[config.mk]
export PLATFORM = sky130hd
export DESIGN_NAME = denseLayer
export DESIGN_NICKNAME = d
export VERILOG_FILES = /design/src/nnMemPkg.sv /design/src/nnTypesPkg.sv /design/src/weightBus.sv /design/src/denseLayer.sv /design/src/neuronUnit.sv /design/src/weightArbiter.sv /design/src/weightStore.sv
export SDC_FILE = /design/constraint.sdc
export NUM_CORES = 2
export LEC_CHECK = 0
export ABC_CLOCK_PERIOD_IN_PS = 10650
export BUFFER_PORTS_ARGS = -buffer_cell sky130_fd_sc_hd__buf_4
export CAP_MARGIN = 20
export CORE_MARGIN = 5
export CORE_UTILIZATION = 64
export CTS_BUF_LIST = sky130_fd_sc_hd__clkbuf_16
export CTS_CLUSTER_SIZE = 24
export DETAILED_ROUTE_END_ITERATION = 7
export GPL_ROUTABILITY_DRIVEN = 0
export PLACE_DENSITY = 0.82
export SYNTH_ARGS = -nofsm -noshare
export SYNTH_HDL_FRONTEND = slang
export SYNTH_SLANG_ARGS = --single-unit
[constraint.sdc]
create_clock -name clk -period 10.65 [get_ports clk]
set_clock_uncertainty 0.15 [all_clocks]
set_input_delay 1.065 -clock clk [delete_from_list [all_inputs] [get_ports clk]]
set_output_delay 1.065 -clock clk [all_outputs]
set_load 0.02 [all_outputs]
[src/nnMemPkg.sv]
package nnMemPkg;

	// each neuron owns one block of the store.
	localparam int wordsPerNeuron = 16; // fifteen weights followed by the bias.
	localparam int biasOffset = 15; // the bias is the last word of a block.
	localparam int memDepth = 64;

	localparam int addrWidth = $clog2(memDepth);
	localparam int wordSelWidth = $clog2(wordsPerNeuron);
	localparam int blockSelWidth = addrWidth - wordSelWidth;

	// upper bits pick the neuron block, lower bits pick the word in it.
	typedef logic [addrWidth-1:0] weightAddr_t;

	// word position inside one neuron block.
	typedef logic [wordSelWidth-1:0] wordSel_t;

	// neuron block number as it appears in the upper address bits.
	typedef logic [blockSelWidth-1:0] blockSel_t;

	// builds the store address of one word in one neuron block.
	function automatic weightAddr_t wordAddr(input blockSel_t block, input wordSel_t word);
		return {block, word};
	endfunction

endpackage

[src/nnTypesPkg.sv]
package nnTypesPkg;

	// number format shared by the whole layer.
	localparam int dataWidth = 16; // activations, weights, products and sums.

	// layer size.
	localparam int nInputs = 15; // activations feeding each neuron.
	localparam int nNeurons = 4; // neuron units sharing the weight store.
	localparam int neuronIdWidth = $clog2(nNeurons);

	// derived vector widths for the packed ports.
	localparam int activationVecWidth = nInputs * dataWidth;
	localparam int outputVecWidth = nNeurons * dataWidth;

	// one two's-complement activation or neuron output.
	typedef logic signed [dataWidth-1:0] activation_t;

	// one two's-complement weight or bias word.
	typedef logic signed [dataWidth-1:0] weight_t;

	// activation 0 sits in the lowest bits.
	typedef logic [activationVecWidth-1:0] activationVec_t;

	// neuron 0 sits in the lowest bits.
	typedef logic [outputVecWidth-1:0] outputVec_t;

	// index of one neuron unit.
	typedef logic [neuronIdWidth-1:0] neuronId_t;

endpackage
[src/weightBus.sv]
`timescale 1ns/1ps

interface weightBus;
	import nnTypesPkg::*;
	import nnMemPkg::*;

	logic req; // held high until gnt is seen.
	weightAddr_t addr; // held steady together with req.
	logic gnt; // marks the cycle in which the read is accepted.
	weight_t rdData; // read word, valid with rdValid.
	logic rdValid; // one cycle after the accepted read.

	modport requester (
		output req,
		output addr,
		input gnt,
		input rdData,
		input rdValid
	);

	modport server (
		input req,
		input addr,
		output gnt,
		output rdData,
		output rdValid
	);

endinterface

[src/denseLayer.sv]
`timescale 1ns/1ps

module denseLayer (
	input logic clk,
	input logic reset,
	input logic wrEn,
	input nnMemPkg::weightAddr_t wrAddr,
	input nnTypesPkg::weight_t wrData,
	input logic start,
	input nnTypesPkg::activationVec_t activations,
	output nnTypesPkg::outputVec_t neuronOut,
	output logic [nnTypesPkg::nNeurons-1:0] neuronDone
);
	import nnTypesPkg::*;

	weightBus clientBus [nNeurons] (); // one read port per neuron.
	weightBus memBus (); // arbitrated port into the store.

	genvar i;
	generate
		for (i = 0; i < nNeurons; i++)
		begin : gNeuron
			neuronUnit #(
				.neuronIndex(i)
			) uNeuron (
				.clk(clk),
				.reset(reset),
				.start(start),
				.activations(activations),
				.wb(clientBus[i]),
				.result(neuronOut[i*dataWidth +: dataWidth]),
				.done(neuronDone[i])
			);
		end
	endgenerate

	weightArbiter uArbiter (
		.clk(clk),
		.reset(reset),
		.clients(clientBus),
		.mem(memBus)
	);

	weightStore uStore (
		.clk(clk),
		.reset(reset),
		.wrEn(wrEn),
		.wrAddr(wrAddr),
		.wrData(wrData),
		.rd(memBus)
	);

endmodule

[src/neuronUnit.sv]
`timescale 1ns/1ps

module neuronUnit #(
	parameter int neuronIndex = 0
) (
	input logic clk,
	input logic reset,
	input logic start,
	input nnTypesPkg::activationVec_t activations,
	weightBus.requester wb,
	output nnTypesPkg::activation_t result,
	output logic done
);
	import nnTypesPkg::*;
	import nnMemPkg::*;

	typedef enum logic [1:0] {
		idle,
		request,
		waitData,
		finish
	} state_t;

	state_t state;
	wordSel_t wordCnt; // word of this neuron's block being fetched.
	activation_t acc; // running sum, wraps at dataWidth bits.
	activation_t actQ [nInputs]; // latched activations, current one at index 0.
	activation_t addend;
	logic lastWord;
	logic startAccepted;
	logic wordArrived;

	assign startAccepted = (state == idle) && start;
	assign wordArrived = (state == waitData) && wb.rdValid;
	assign lastWord = (wordCnt == wordSel_t'(biasOffset));

	// the product keeps only its low dataWidth bits.
	assign addend = lastWord ? wb.rdData : activation_t'(actQ[0] * wb.rdData);

	assign wb.req = (state == request);
	assign wb.addr = wordAddr(blockSel_t'(neuronIndex), wordCnt);

	always_ff @(posedge clk)
	begin
		if (reset)
		begin
			state <= idle;
			wordCnt <= '0;
			result <= '0;
			done <= 1'b0;
		end
		else
		begin
			done <= 1'b0;
			case (state)
				idle:
				begin
					if (start)
					begin
						wordCnt <= '0;
						state <= request;
					end
				end
				request:
				begin
					if (wb.gnt)
					begin
						state <= waitData; // address was taken this cycle.
					end
				end
				waitData:
				begin
					if (wb.rdValid)
					begin
						if (lastWord)
						begin
							state <= finish; // bias has been added.
						end
						else
						begin
							wordCnt <= wordCnt + 1'b1;
							state <= request;
						end
					end
				end
				finish:
				begin
					result <= acc[dataWidth-1] ? '0 : acc; // rectifier.
					done <= 1'b1;
					state <= idle;
				end
				default:
				begin
					state <= idle;
				end
			endcase
		end
	end

	// the activations shift down one place for each weight consumed.
	always_ff @(posedge clk)
	begin
		if (startAccepted)
		begin
			acc <= '0;
			for (int k = 0; k < nInputs; k++)
			begin
				actQ[k] <= activations[k*dataWidth +: dataWidth];
			end
		end
		else if (wordArrived)
		begin
			acc <= acc + addend;
			for (int k = 0; k < nInputs - 1; k++)
			begin
				actQ[k] <= actQ[k+1];
			end
		end
	end

endmodule

[src/weightArbiter.sv]
`timescale 1ns/1ps

module weightArbiter (
	input logic clk,
	input logic reset,
	weightBus.server clients [nnTypesPkg::nNeurons],
	weightBus.requester mem
);
	import nnTypesPkg::*;
	import nnMemPkg::*;

	logic [nNeurons-1:0] reqVec;
	weightAddr_t addrVec [nNeurons];
	logic [nNeurons-1:0] gntVec;
	neuronId_t rrPtr; // first client to be considered this cycle.
	neuronId_t winner;
	logic winnerFound;
	logic accepted;
	neuronId_t ownerQ; // client whose read is in the store pipeline.

	genvar i;
	generate
		for (i = 0; i < nNeurons; i++)
		begin : gClient
			assign reqVec[i] = clients[i].req;
			assign addrVec[i] = clients[i].addr;
			assign gntVec[i] = accepted && (winner == neuronId_t'(i));
			assign clients[i].gnt = gntVec[i];
			assign clients[i].rdData = mem.rdData; // only the owner sees rdValid.
			assign clients[i].rdValid = mem.rdValid && (ownerQ == neuronId_t'(i));
		end
	endgenerate

	// search the requesters starting at the pointer, wrapping around once.
	always_comb
	begin
		winner = rrPtr;
		winnerFound = 1'b0;
		for (int k = 0; k < nNeurons; k++)
		begin
			neuronId_t cand;
			cand = neuronId_t'(rrPtr + k);
			if (!winnerFound && reqVec[cand])
			begin
				winner = cand;
				winnerFound = 1'b1;
			end
		end
	end

	assign accepted = winnerFound && mem.gnt;
	assign mem.req = winnerFound;
	assign mem.addr = addrVec[winner];

	always_ff @(posedge clk)
	begin
		if (reset)
		begin
			rrPtr <= '0;
			ownerQ <= '0;
		end
		else if (accepted)
		begin
			rrPtr <= winner + 1'b1; // the next search starts after the winner.
			ownerQ <= winner;
		end
	end

endmodule

[src/weightStore.sv]
`timescale 1ns/1ps

module weightStore (
	input logic clk,
	input logic reset,
	input logic wrEn,
	input nnMemPkg::weightAddr_t wrAddr,
	input nnTypesPkg::weight_t wrData,
	weightBus.server rd
);
	import nnTypesPkg::*;
	import nnMemPkg::*;

	weight_t mem [memDepth]; // weights and biases of all neurons.
	logic rdValidQ;
	weight_t rdDataQ;

	// the store never stalls, so every requested read is accepted.
	assign rd.gnt = 1'b1;
	assign rd.rdData = rdDataQ;
	assign rd.rdValid = rdValidQ;

	// write port. the registered read below sees the old word on a collision.
	always_ff @(posedge clk)
	begin
		if (wrEn)
		begin
			mem[wrAddr] <= wrData;
		end
	end

	// read port, one cycle from address to data.
	always_ff @(posedge clk)
	begin
		if (rd.req)
		begin
			rdDataQ <= mem[rd.addr];
		end
	end

	always_ff @(posedge clk)
	begin
		if (reset)
		begin
			rdValidQ <= 1'b0;
		end
		else
		begin
			rdValidQ <= rd.req && rd.gnt; // data follows every accepted read.
		end
	end

endmodule

# Word-level counts from Yosys, hierarchy flattened
# Memories as Yosys holds them, arrays and structs flattened. A register that Yosys moved wholly into a read port is not among the register bits.
# Index checks and enable logic that the tools add are counted.
classes:
  eq_ne: 38
  mux: 138
  reduce_logical: 40
  bitwise_logic: 57
  order_cmp: 5
  n_mul: 4
  n_addsub: 12
op_table:
  columns: ["cell", "count"]
  rows:
  - ["$mux 16", 60]
  - ["$add 16x16->16", 4]
  - ["$mul 16x16->16", 4]
  - ["$mux 15", 4]
  - ["$or 1x1->1", 56]
  - ["$mux 4", 9]
  - ["$mux 1", 34]
  - ["$mux 2", 16]
  - ["$pmux 2 s4", 4]
  - ["$pmux 4 s2", 4]
  - ["$eq 2x2->1 const B", 12]
  - ["$logic_and 1x1->1", 19]
  - ["$add 4x1->4 const B", 4]
  - ["$eq 4x4->1 const B", 4]
  - ["$ne 2x1->1 const B", 8]
  - ["$ne 2x2->1 const B", 8]
  - ["$reduce_and 4->1", 4]
  - ["$bmux 6 s2", 1]
  - ["$eq 2x1->1 const B", 6]
  - ["$logic_not 2->1", 6]
  - ["$lt 2x3->1 const B", 4]
  - ["$mux 6", 2]
  - ["$reduce_and 3->1", 4]
  - ["$bmux 1 s2", 4]
  - ["other kinds (6)", 13]
word_totals:
  in_bits: 266
  memories: 5
  ff_bits: 161
  elab_cells: 322
  mem_bits_rw: 1984
mem_list:
  columns: ["memory", "words", "width", "rd", "rd_clocked_by_memory_dff", "write_ports", "line_no", "text"]
  rows:
  - ["uStore.mem", 64, 16, 1, 1, 1, "weightStore.sv:14", "weight_t mem [memDepth];"]
  - ["gNeuron[0].uNeuron.actQ", 15, 16, 15, 0, 15, "neuronUnit.sv:27", "activation_t actQ [nInputs];"]
  - ["gNeuron[1].uNeuron.actQ", 15, 16, 15, 0, 15, "neuronUnit.sv:27", null]
  - ["gNeuron[2].uNeuron.actQ", 15, 16, 15, 0, 15, "neuronUnit.sv:27", null]
  - ["gNeuron[3].uNeuron.actQ", 15, 16, 15, 0, 15, "neuronUnit.sv:27", null]

# Logic depth before layout (Yosys ltp)
depth:
  word_depth: 17
  depth_mapped: 33

# Modules after synthesis
# Synthesis repeated with hierarchy kept, for this count alone.
unflattened:
  hier_cells: 8204
  area_unflattened_um2: 105407.3
by_module_without_submodules:
  columns: ["mod", "instances", "cells_each", "area_per_inst_um2", "seq_area_each_um2"]
  rows:
  - ["weightStore", 1, 1839, 40127.2, 31250.0]
  - ["neuronUnit at gNeuron[3].uNeuron", 1, 1563, 16080.4, 7967.6]
  - ["neuronUnit at gNeuron[0].uNeuron", 1, 1562, 16079.2, 7967.6]
  - ["neuronUnit at gNeuron[2].uNeuron", 1, 1555, 16060.4, 7967.6]
  - ["neuronUnit at gNeuron[1].uNeuron", 1, 1557, 16059.2, 7967.6]
  - ["weightArbiter", 1, 128, 1001.0, 80.1]

# Worst setup path before layout
# OpenSTA, ideal clock, no wires.
synth_timing:
  path_kind: "register -> register"
  from: "reg uStore.rdDataQ[2], in the netlist uStore.rd.rdData[2], read port of uStore.mem"
  to: "reg gNeuron[2].uNeuron.acc[15]"
  path_stages_with_launch: 27
  path_slack_ns: 3.943
  t_required_ns: 10.346
  arrival_time_ns: 6.403
  setup_ns: 0.154
  synth_period_minus_slack_ns: 6.707
  cell_sequence: "edfxtp_1 clkbuf_1 clkbuf_1 nand2_1 fa_1 fa_1 fa_1 fa_1 inv_1 fa_1 inv_1 fa_1 inv_1 ha_1 o21a_1 o31a_1 nor2_1 xor2_1 a21oi_1 ha_1 a21o_1 a41oi_1 o21ai_0 a211o_1 a21oi_1 xnor2_1 nor2_1"
synth_via:
  elab_chain_len: 3
synth_lines:
  columns: ["item", "line_no", "text"]
  rows:
  - ["from (decl)", "weightStore.sv:16", "weight_t rdDataQ;"]
  - ["$mul 16x16->16", "neuronUnit.sv:38", "assign addend = lastWord ? wb.rdData : activation_t'(actQ[0] * wb.rdData);"]
  - ["$mux 16 (*)", "neuronUnit.sv:38", null]
  - ["$add 16x16->16 (*)", "neuronUnit.sv:113", "acc <= acc + addend;"]
  - ["to (signal assigned)", "neuronUnit.sv:113", null]
  - ["to (decl)", "neuronUnit.sv:26", "activation_t acc;"]
# Every way passes the cells marked *; elsewhere a longest branch is shown, timed or not.
# A chain may end at the register's enable or synchronous reset.

# Final worst setup path
layout_timing:
  from: "reg uStore.rdDataQ[4], in the netlist uStore.rd.rdData[4], read port of uStore.mem"
  to: "reg gNeuron[3].uNeuron.acc[15]"
layout_via:
  elab_chain_len: 3
layout_lines:
  columns: ["item", "line_no"]
  rows:
  - ["$mul 16x16->16", "neuronUnit.sv:38"]
  - ["$mux 16 (*)", "neuronUnit.sv:38"]
  - ["$add 16x16->16 (*)", "neuronUnit.sv:113"]
  - ["to (signal assigned)", "neuronUnit.sv:113"]
  - ["to (decl)", "neuronUnit.sv:26"]
# Marked as above.

==> metrics.md <==
| Metric | Value |
|---|---|
| Worst setup margin | 2880 ps |
| Syn_area_per_cell | 10.7 sq um |
| Share of the yosys chip area belonging to registers | 59.5% |
| Ys flop type | edfxtp_1 |
| Final Hold Viols | 0 |
| Die Wd | 417 um |
| Max Freq | 129 MHz |
| Largest net degree at the start of global routing | 161 |
| CP Capture Type | flip-flop |
| Critical path class | flip-flop to flip-flop |
| First DRT Iteration DRCs | 10900 |
| I/O Pins | 334 |
| Count leader, synth | nand2_1 |
| Final setup vio count | 0 |
| Top post-synthesis cells by area | edfxtp_1 (57%), nand2_1 (14%), fa_1 (6.0%) |
| R2R Setup Slk | 2880 ps |
| Worst R2R Start | uStore.rd.rdData[4] |
| Final wirelength | 299000 um |
| Netlist cell types | 84 |
| Die area | 0.174 sq mm |
| R2R depth | 29 |
| CTS Buffer Depth | 3 |
| Slowest CP cell | edfxtp_1 |
| Htree depth | 4 |
| Placed Cells | 12000 |
| Via count | 76400 |
| WP buf/inv | 6 |
| Worst R2R End | gNeuron[3].uNeuron.acc[15] |
| CTS tree | yes |
| First-pass GRT wire length | 449000 um |
| Arrival @ worst endpoint | 8270 ps |
| RSZ-0062 raised after global routing | no |
| Fraction of registers with async set/reset | 0% |
| Top-area cell type share of the netlist area | 56.6% |
| Max-slew headroom | 21.5% |
| Measured slew at the worst slew-check pin | 1170 ps |
| Wire length per cell | 24.0 um |
| Max-Cap Viols | 0 |
| Clock sink total | 2157 |
| Worst path max stage delay | 830 ps |
| Hold buffers post-CTS | 0 |
| Row cnt | 149 |
| Mapped Cells | 9910 |
| Drt pass-1 iters | 7 |
| I/O Buffers | 329 |
| Startpoint Class | flip-flop |
| Hold Path End | gNeuron[3].uNeuron.actQ[1][102] |
| Post-CTS resize count | 0 |
| DP Worst Slack | 3110 ps |
| Min-delay src | activations[230] |
| Outcome | complete, no violations |
| Worst-skew pair later-pin latency | 890 ps |
| Share of cells above drive strength 1 | 8.22% |
| Hold depth | 1 |
| Root Buffer | clkbuf_16 |
| Final net count | 11000 |
| Post-synth EDFFs | 2000 |
| Seq cells post-synth | 2157 |
| Final min period | 7770 ps |
| HPWL after detailed placement | 185000 um |
| Area leader, netlist | edfxtp_1 |
| Antenna-violating nets left | 0 |
| Tcrit/Tclk final | 72.9% |
| Post-synthesis cell area | 0.106 sq mm |
| Final cell count without fillers | 12500 |
| Core Region | 0.165 sq mm |
| Initial antenna violation count | 46 |
| Hold crit path type | input pin to flip-flop |
| Total grt overflow | 0 |
| Vias per std cell | 6.13 |
| Cell mode on critical path | inv_1 |
| Worst-path clk slew | 60 ps |
| Ys Warns | 0 |
| TNS Setup | 0 ps |
| Crit-path leading delay family | adder cells |
| Vias in the first global route | 75400 |
| Initial Utilization | 64.3% |
| Crit path required time | 11160 ps |
| Num CTS Buffers | 205 |
| Total Routing Usage GR | 33.8% |
| Area delta synth->final | 10.3% |
| Final Slew Violations | 0 |
| Post-CTS setup buffers | 0 |
| Die Ht | 417 um |
| Crit Path Max Fanout | 33 |
| DRC violations left | 0 |
| Top post-synthesis cells by count | nand2_1 (3913), edfxtp_1 (2000), inv_1 (512) |
==> registers in the layout, summed over array words and instances (netlist names) <==
| name | flops |
|---|---|
| uStore.mem | 1024 |
| gNeuron.uNeuron.actQ | 960 |
| gNeuron.uNeuron.acc | 64 |
| gNeuron.uNeuron.result | 60 |
| gNeuron.uNeuron.wordCnt | 16 |
| uStore.rd.rdData | 16 |
| gNeuron.uNeuron.state | 8 |
| gNeuron.uNeuron.done | 4 |
| uArbiter.ownerQ | 2 |
| uArbiter.rrPtr | 2 |
| uStore.rd.rdValid | 1 |
==> placed cells by master (no fill, tap or decap), types with 24 or more instances in the layout <==
cell,n
nand2_1,3905
edfxtp_1,2000
inv_1,556
nand3_1,480
buf_4,443
fa_1,320
ha_1,316
and2_1,276
a21oi_1,260
clkbuf_16,206
nor2_1,157
dfxtp_1,157
xnor2_1,139
o21ai_0,99
mux2i_1,95
xor2_1,76
a22o_1,63
clkinv_1,53
nor4_1,44
nor3_1,42
clkinv_2,42
diode_2,40
a21o_1,26
and3_1,24
a211oi_1,24
==> kinds of logic (layout without fill, tap and decap cells) <==
| kind of cell | after synthesis | count (layout) | synth area share, % |
|---|---|---|---|
| other | 1 | 44 | 0.00353 |
| muxes | 115 | 115 | 1.13 |
| buffers and inverters | 1042 | 1354 | 3.91 |
| and+or+nand+nor | 5076 | 5076 | 19.7 |
| adders and majority gates | 636 | 636 | 9.76 |
| DFF | 2157 | 2157 | 59.5 |
| xor gates and xnor gates | 219 | 219 | 1.86 |
| AOI/OAI and AO/OA | 664 | 664 | 4.09 |
==> worst reg2reg max path: cells and delay by family, from the launching register on <==
family	cells	cell delay (ps)
fa+ha+maj	8	2980
compound gates	11	2290
flops	1	830
buf+inv	6	770
simple gates	3	410
xor+xnor	1	180
==> how the worst max path moves through the flow <==
| stage | startpoint | depth (start not counted) | endpoint |
|---|---|---|---|
| after global routing | uStore.rd.rdData[4] | 29 | gNeuron[3].uNeuron.acc[15] |
| after CTS | uStore.rd.rdData[4] | 29 | gNeuron[3].uNeuron.acc[15] |
| after floorplan | uStore.rd.rdData[2] | 26 | gNeuron[2].uNeuron.acc[15] |
| after detailed placement | uStore.rd.rdData[4] | 29 | gNeuron[3].uNeuron.acc[15] |
| after global placement | uStore.rd.rdData[4] | 29 | gNeuron[3].uNeuron.acc[15] |
| final | uStore.rd.rdData[4] | 29 | gNeuron[3].uNeuron.acc[15] |
==> layer usage <==
layer | vias to the layer above | routed length, um | part of all wire [%] | track usage [%]
met4 | 6 | 20500 | 6.9 | 20.3
met1 | 36600 | 105000 | 35 | 44.5
li1 | 33500 | - | - | -
met5 | - | 39 | 0.013 | 0
met3 | 930 | 35200 | 12 | 7.11
met2 | 5373 | 138000 | 46 | 52.4
==> stage by stage <==
| step | area [sq um] | util, % | hold WS (ps) |
|---|---|---|---|
| finish | 117000 | 71.0 | 230 |
| global route | 117000 | 71.0 | 205 |
| CTS | 117000 | 70.8 | 187 |
| detailed placement | 110000 | 66.9 | 317 |
| global placement | 110000 | 66.9 | 315 |
| floorplan | 106000 | - | 296 |
==> layout make-up <==
class,instances,area [sq um]
sequential,2157,63200
fill,10800,47900
multi-input combinational,6714,39000
clock buffer,206,5150
timing repair buffer,453,3530
tap,2189,2740
inverter,518,1980
clock inverter,177,1340
antenna,40,100
Power is not shown: default switching activity piles up to over one toggle a cycle in this logic, so the estimate is an artifact.
